--- src/include/div_defines.svh ---
`ifndef DIV_DEFINES_SVH
`define DIV_DEFINES_SVH

// Operand width in bits, 2 or more
`define DIV_WIDTH 8

// Iteration counter must hold the value DIV_WIDTH
`define DIV_CNT_WIDTH ($clog2(`DIV_WIDTH) + 1)

`endif

--- src/div_pkg.sv ---
`default_nettype none

`include "div_defines.svh"

package div_pkg;

    typedef enum logic [2:0] {
        IDLE          = 3'b000,
        LOADING       = 3'b001,
        CHECK_DIVISOR = 3'b010,
        DIVIDE        = 3'b011,
        SUB           = 3'b100,
        SHIFT_LEFT    = 3'b101,
        DONE          = 3'b110
    } div_state_e;

    typedef struct packed {
        logic [`DIV_WIDTH-1:0] dividend;
        logic [`DIV_WIDTH-1:0] divisor;
    } div_operands_t;

    typedef struct packed {
        logic load;   // Clear remainder, load dividend, clear counter
        logic shift;  // Shift {remainder, quotient} left by one
        logic sub;    // Subtract divisor, set quotient LSB
        logic finish; // Capture result
    } div_ctrl_t;

    typedef struct packed {
        logic [`DIV_WIDTH-1:0] quotient;
        logic [`DIV_WIDTH-1:0] remainder;
        logic                  div_by_zero;
    } div_result_t;

endpackage

`default_nettype wire

--- src/div_operand_decode.sv ---
`timescale 1ns/10ps
`default_nettype none

`include "div_defines.svh"

module div_operand_decode (
    input  logic                   clk,
    input  logic                   arst_n,
    input  logic                   start,
    input  logic                   busy,
    input  div_pkg::div_operands_t operands,
    output div_pkg::div_operands_t operands_q,
    output logic                   dvz
);

    logic accept;

    // Same acceptance rule as the FSM, a start while busy is dropped
    assign accept = start & ~busy;

    always_ff @(posedge clk or negedge arst_n) begin
        if (!arst_n) begin
            operands_q <= '0;
        end else if (accept) begin
            operands_q <= operands;
        end
    end

    // Checked on the held copy, valid from LOADING onward
    assign dvz = (operands_q.divisor == '0);

endmodule

`default_nettype wire

--- src/div_control.sv ---
`timescale 1ns/10ps
`default_nettype none

module div_control (
    input  logic               clk,
    input  logic               arst_n,
    input  logic               start,
    input  logic               dvz,
    input  logic               gt,
    input  logic               cnt_done,
    output div_pkg::div_ctrl_t ctrl,
    output logic               busy
);

    import div_pkg::*;

    div_state_e state_q;
    div_state_e state_d;
    logic       fin_q; // High in the cycle that done is high

    always_ff @(posedge clk or negedge arst_n) begin
        if (!arst_n) begin
            state_q <= IDLE;
            fin_q   <= 1'b0;
        end else begin
            state_q <= state_d;
            fin_q   <= ctrl.finish;
        end
    end

    always_comb begin
        state_d = state_q;
        case (state_q)
            IDLE: begin
                if (start && !busy) begin
                    state_d = LOADING;
                end
            end
            LOADING: begin
                state_d = CHECK_DIVISOR;
            end
            CHECK_DIVISOR: begin
                if (dvz) begin
                    state_d = DONE;
                end else begin
                    state_d = SHIFT_LEFT;
                end
            end
            SHIFT_LEFT: begin
                state_d = DIVIDE;
            end
            DIVIDE: begin
                if (gt) begin
                    state_d = SUB;
                end else if (cnt_done) begin
                    state_d = DONE;
                end else begin
                    state_d = SHIFT_LEFT;
                end
            end
            SUB: begin
                if (cnt_done) begin
                    state_d = DONE;
                end else begin
                    state_d = SHIFT_LEFT;
                end
            end
            DONE: begin
                state_d = IDLE;
            end
            default: begin
                state_d = IDLE;
            end
        endcase
    end

    // One strobe per state, decoded from the registered state
    always_comb begin
        ctrl        = '0;
        ctrl.load   = (state_q == LOADING);
        ctrl.shift  = (state_q == SHIFT_LEFT);
        ctrl.sub    = (state_q == SUB);
        ctrl.finish = (state_q == DONE);
    end

    // Stays up through the done cycle
    assign busy = (state_q != IDLE) | fin_q;

endmodule

`default_nettype wire

--- src/div_shift_sub.sv ---
`timescale 1ns/10ps
`default_nettype none

`include "div_defines.svh"

module div_shift_sub (
    input  logic                   clk,
    input  logic                   arst_n,
    input  div_pkg::div_ctrl_t     ctrl,
    input  div_pkg::div_operands_t operands_q,
    output logic                   gt,
    output logic                   cnt_done,
    output div_pkg::div_result_t   work
);

    localparam logic [`DIV_CNT_WIDTH-1:0] CNT_LAST = `DIV_WIDTH;

    logic [`DIV_WIDTH:0]       rem_q;   // Extra bit catches the shift carry
    logic [`DIV_WIDTH-1:0]     quo_q;
    logic [`DIV_CNT_WIDTH-1:0] cnt_q;
    logic [`DIV_WIDTH:0]       divisor_ext;
    logic [`DIV_WIDTH:0]       diff;

    assign divisor_ext = {1'b0, operands_q.divisor};
    assign diff        = rem_q - divisor_ext;
    assign gt          = (rem_q >= divisor_ext);
    assign cnt_done    = (cnt_q == CNT_LAST);

    always_ff @(posedge clk) begin
        if (ctrl.load) begin
            rem_q <= '0;
            quo_q <= operands_q.dividend;
        end else if (ctrl.shift) begin
            rem_q <= {rem_q[`DIV_WIDTH-1:0], quo_q[`DIV_WIDTH-1]};
            quo_q <= {quo_q[`DIV_WIDTH-2:0], 1'b0};
        end else if (ctrl.sub) begin
            rem_q    <= diff;
            quo_q[0] <= 1'b1;
        end
    end

    // One count per shift
    always_ff @(posedge clk or negedge arst_n) begin
        if (!arst_n) begin
            cnt_q <= '0;
        end else if (ctrl.load) begin
            cnt_q <= '0;
        end else if (ctrl.shift) begin
            cnt_q <= cnt_q + 1'b1;
        end
    end

    // Final remainder is below the divisor, top bit is zero by then
    assign work.quotient    = quo_q;
    assign work.remainder   = rem_q[`DIV_WIDTH-1:0];
    assign work.div_by_zero = 1'b0;

endmodule

`default_nettype wire

--- src/div_result.sv ---
`timescale 1ns/10ps
`default_nettype none

module div_result (
    input  logic                 clk,
    input  logic                 arst_n,
    input  div_pkg::div_ctrl_t   ctrl,
    input  logic                 dvz,
    input  div_pkg::div_result_t work,
    output div_pkg::div_result_t result,
    output logic                 done
);

    import div_pkg::*;

    div_result_t res_d;

    always_comb begin
        res_d = work;
        if (dvz) begin
            res_d.quotient    = '1;
            res_d.remainder   = work.quotient; // No shifts ran, still the dividend
            res_d.div_by_zero = 1'b1;
        end
    end

    always_ff @(posedge clk or negedge arst_n) begin
        if (!arst_n) begin
            result <= '0;
            done   <= 1'b0;
        end else begin
            done <= ctrl.finish;
            if (ctrl.finish) begin
                result <= res_d; // Held until the next finish
            end
        end
    end

endmodule

`default_nettype wire

--- src/div_top.sv ---
`timescale 1ns/10ps
`default_nettype none

module div_top (
    input  logic                   clk,
    input  logic                   arst_n,
    input  logic                   start,
    input  div_pkg::div_operands_t operands,
    output logic                   busy,
    output logic                   done,
    output div_pkg::div_result_t   result
);

    import div_pkg::*;

    div_operands_t operands_q;
    div_ctrl_t     ctrl;
    div_result_t   work;
    logic          dvz;
    logic          gt;
    logic          cnt_done;

    div_operand_decode u_decode (
        .clk        (clk),
        .arst_n     (arst_n),
        .start      (start),
        .busy       (busy),
        .operands   (operands),
        .operands_q (operands_q),
        .dvz        (dvz)
    );

    div_control u_control (
        .clk      (clk),
        .arst_n   (arst_n),
        .start    (start),
        .dvz      (dvz),
        .gt       (gt),
        .cnt_done (cnt_done),
        .ctrl     (ctrl),
        .busy     (busy)
    );

    div_shift_sub u_shift_sub (
        .clk        (clk),
        .arst_n     (arst_n),
        .ctrl       (ctrl),
        .operands_q (operands_q),
        .gt         (gt),
        .cnt_done   (cnt_done),
        .work       (work)
    );

    div_result u_result (
        .clk    (clk),
        .arst_n (arst_n),
        .ctrl   (ctrl),
        .dvz    (dvz),
        .work   (work),
        .result (result),
        .done   (done)
    );

endmodule

`default_nettype wire

--- config.mk ---
export PLATFORM = sky130hd
export DESIGN_NAME = div_top
export DESIGN_NICKNAME = d
export VERILOG_FILES = /design/src/div_pkg.sv /design/src/div_operand_decode.sv /design/src/div_control.sv /design/src/div_shift_sub.sv /design/src/div_result.sv /design/src/div_top.sv
export VERILOG_INCLUDE_DIRS = /design/src /design/src/include
export SDC_FILE = /design/constraint.sdc
export NUM_CORES = 1
export LEC_CHECK = 0
export ABC_AREA = 1
export BUFFER_PORTS_ARGS = -buffer_cell sky130_fd_sc_hd__buf_2
export CAP_MARGIN = 20
export CORE_ASPECT_RATIO = 1.4
export CORE_MARGIN = 10
export CORE_UTILIZATION = 42
export CTS_CLUSTER_DIAMETER = 120
export CTS_CLUSTER_SIZE = 28
export DETAILED_ROUTE_END_ITERATION = 10
export GPL_TIMING_DRIVEN = 0
export PLACE_DENSITY = 0.7
export SLEW_MARGIN = 20
export SYNTH_ARGS = -nofsm -noshare
export SYNTH_HDL_FRONTEND = slang
export SYNTH_HIERARCHICAL = 1
export SYNTH_SLANG_ARGS = --single-unit
--- constraint.sdc ---
create_clock -name clk -period 1.9 [get_ports clk]
set_clock_uncertainty 0.1 [all_clocks]
set_input_delay 0.38 -clock clk [delete_from_list [all_inputs] [get_ports clk]]
set_output_delay 0.38 -clock clk [all_outputs]
set_load 0.05 [all_outputs]
==> run metrics <==
status finished, final reports clean; CTS tree built; largest family of logic cells by synthesized area simple AND/OR/NAND/NOR gates; CP Cell Sequence inv_2 > ha_4 > nand2_2 > nand2_2 > a21oi_4 > nand2_2 > nand2_2 > nand4_1 > nor2_1 > nand2_1 > nand2_1 > nor2_1 > nor2_1; post-layout util about half; First DRT Iteration DRCs around 150; Synth Net Count around 450; CTS Buf Count 9; worst r2r path cells 13; Routed WL around 7.0 mm; antenna-violating nets left 0; Setup Viol. Count Final 0; initial antenna violation count 0; crit path DAT 2.03 ns; cell area after placement 3526 um2; library cells used by synthesis 34; Ports 38; final cell count without fillers between 500 and 600; max-slew headroom at the worst pin 38.16%; Max Cap Viol 0; Setup crit end kind flop; Hold Buf Count CTS 0; Seq cells post-synth 59; Die H around 120 um; XOR/XNOR Fraction of Synth Area less than 1%; Crit Path Max Fanout 4; share of layout cells above drive strength 1 24.36%; routed len/inst around 12 um; Worst setup SP type flop; post-DP HPWL between 5 and 6 mm; CP startpoint u_decode/operands_q[4]; first-pass GRT wire length between 10 and 15 mm; CP Class flop to flop; Routability Congestion roughly 0.87; Vias between 2000 and 3000; GR Overflow Total 0; sequential area share after synthesis 45.71%; commonest non-fill, non-tap cell in the layout nand2_1; most frequent cells in the layout 167 x nand2_1, 44 x inv_1, 42 x dfrtp_1; Period minus WS final between 1.5 and 2 ns; number of global-route vias before repair ~2700; setup slack after placement -0.07052 ns; Post-Syn Area approximately 3200 um2; VDD IR max around 0.91 mV; Fin. Hold Viols 0; R2R Setup Slk between 0.04 and 0.05 ns; area grow syn2layout 19.16%; n_diodes 0; Async SR Flop Fraction just over 70%; FP Rows 37; Pwr Total around 7 mW; ys flop type dfrtp_1; CP Data Required Time 2.07 ns; area of the core 7407 um2; Slew Viols, Final 0; critical path's top delay family simple AND/OR/NAND/NOR gates; Ys Warns 6; clk sinks 59; die area 11620 um2; multi-input logic area around 1400 um2; drt via density approximately 4.7; Tightest Pin Transition between 0.9 and 1 ns; Clk pin slew, worst setup/hold paths roughly 0.070 ns; Power Density 1854 nW/um2; Total GRT Usage roughly 13%; Crit-path slowest cell dfrtp_1; fillers roughly 740; crit-path max cell delay around 0.40 ns; Inst Count DP about 550; Period Utilization, post-route 97.58%; clk buf depth 2; Worst path most repeated cell nand2_2; number of flops mapped to enable cells by yosys 8; post-route setup TNS 0 ns; critical path depth 13; RR Endpoint u_control/state_q[0]; router iterations before antenna repair 4; post-synthesis mux area share 0%; Sequential cell area approximately 1500 um2; simple-gate share of the synthesized area roughly 30%; pin count of the biggest net entering global routing 43; Hold Slack between 0.08 and 0.09 ns; adder-cell area share of the yosys netlist around 4.5%; number of buffers added on ports 37; post-synthesis compound-gate area fraction under 10%; Syn Inst Count approximately 420; CTS HTree Levels 3; hold crit path type input pin to async pin; Fmax 0.5393 GHz; setup ws final 0.04591 ns; Synth Area per Inst about 7.7 um2; Leak approximately 2.1 nW; R2R Path Start u_decode/operands_q[4]; # DRC 0; Clock Root Buffer clkbuf_8; Die X approximately 94 um; crit path buf inv count 1; final layout net count a little under 500; Initial Util a little over two fifths; post-route cell area approximately 3800 um2; RSZ-0062 raised after global routing yes; Skew-Pair Late Insertion Delay between 0.3 and 0.4 ns
[worst max path at each step]
stage,to,slack (ns)
detailed placement,u_control/state_q[0],-0.07
global route,u_control/state_q[0],-0.19
global placement,u_control/state_q[0],-0.02
floorplan,u_decode/operands_q[10],0.04
CTS,u_control/state_q[0],-0.004
finish,u_control/state_q[0],0.05
[logic make-up after synthesis]
kind of cell | after synthesis
and+or+nand+nor | 232
buffers and inverters | 78
other | 1
AOI/OAI and AO/OA | 35
DFF | 59
adders and majority gates | 11
xor gates and xnor gates | 2
[synthesized netlist by cell type (3+ instances only)]
cell type / number / area [um2]
nand3_1: 25 / 125.1
nand2_1: 173 / 649.4
o21ai_1: 9 / 45.04
edfxtp_1: 8 / 240.2
inv_1: 49 / 183.9
nand4_1: 4 / 25.02
ha_1: 10 / 125.1
nand2_2: 3 / 18.77
inv_2: 6 / 22.52
nand3b_1: 3 / 22.52
nor2_1: 17 / 63.81
o21ai_0: 3 / 15.01
buf_4: 13 / 97.59
buf_6: 5 / 56.30
buf_2: 3 / 15.01
a22oi_1: 6 / 45.04
a21oi_1: 10 / 50.05
dfxtp_1: 9 / 180.2
dfrtp_1: 42 / 1051
[where the power goes]
part,internal [mW],switching [mW],total [mW]
Sequential,1.89,0.407,2.30
Clock,0.632,0.492,1.12
Combinational,1.31,2.38,3.69
Total,3.83,3.28,7.11
[flip-flops by register name, indices dropped and copies added (netlist names)]
name,flops
u_shift_sub/cnt_q,4
u_control/fin_q,1
u_result/result,17
u_control/state_q,3
u_decode/operands_q,16
u_shift_sub/quo_q,8
u_result/done,1
u_shift_sub/rem_q,9
[metal layers]
| layer | share of wire [%] | global-route usage (%) | up-vias |
|---|---|---|---|
| li1 | - | - | 1390 |
| met1 | 43 | 13.78 | 1204 |
| met2 | 49 | 22.01 | 53 |
| met3 | 4.8 | 3.131 | 15 |
| met4 | 2.5 | 6.667 | 0 |
| met5 | 0 | 0 | - |
[timing repair]
action,4_1_cts,5_1_grt
gates resized for setup,10,13
setup buffers,0,1
endpoints found under the setup margin,2,12
cloned,0,0
pin swaps,0,8
[cell type report]
class | instances | share of cell area [%]
multi-input combinational | 281 | 37.77
inverter | 56 | 5.610
timing repair buffer | 38 | 5.186
clock inverter | 5 | 1.370
buffer | 22 | 4.795
sequential | 59 | 38.42
tap | 97 | 3.164
clock buffer | 11 | 3.686
(Power assumes the default switching activity.)
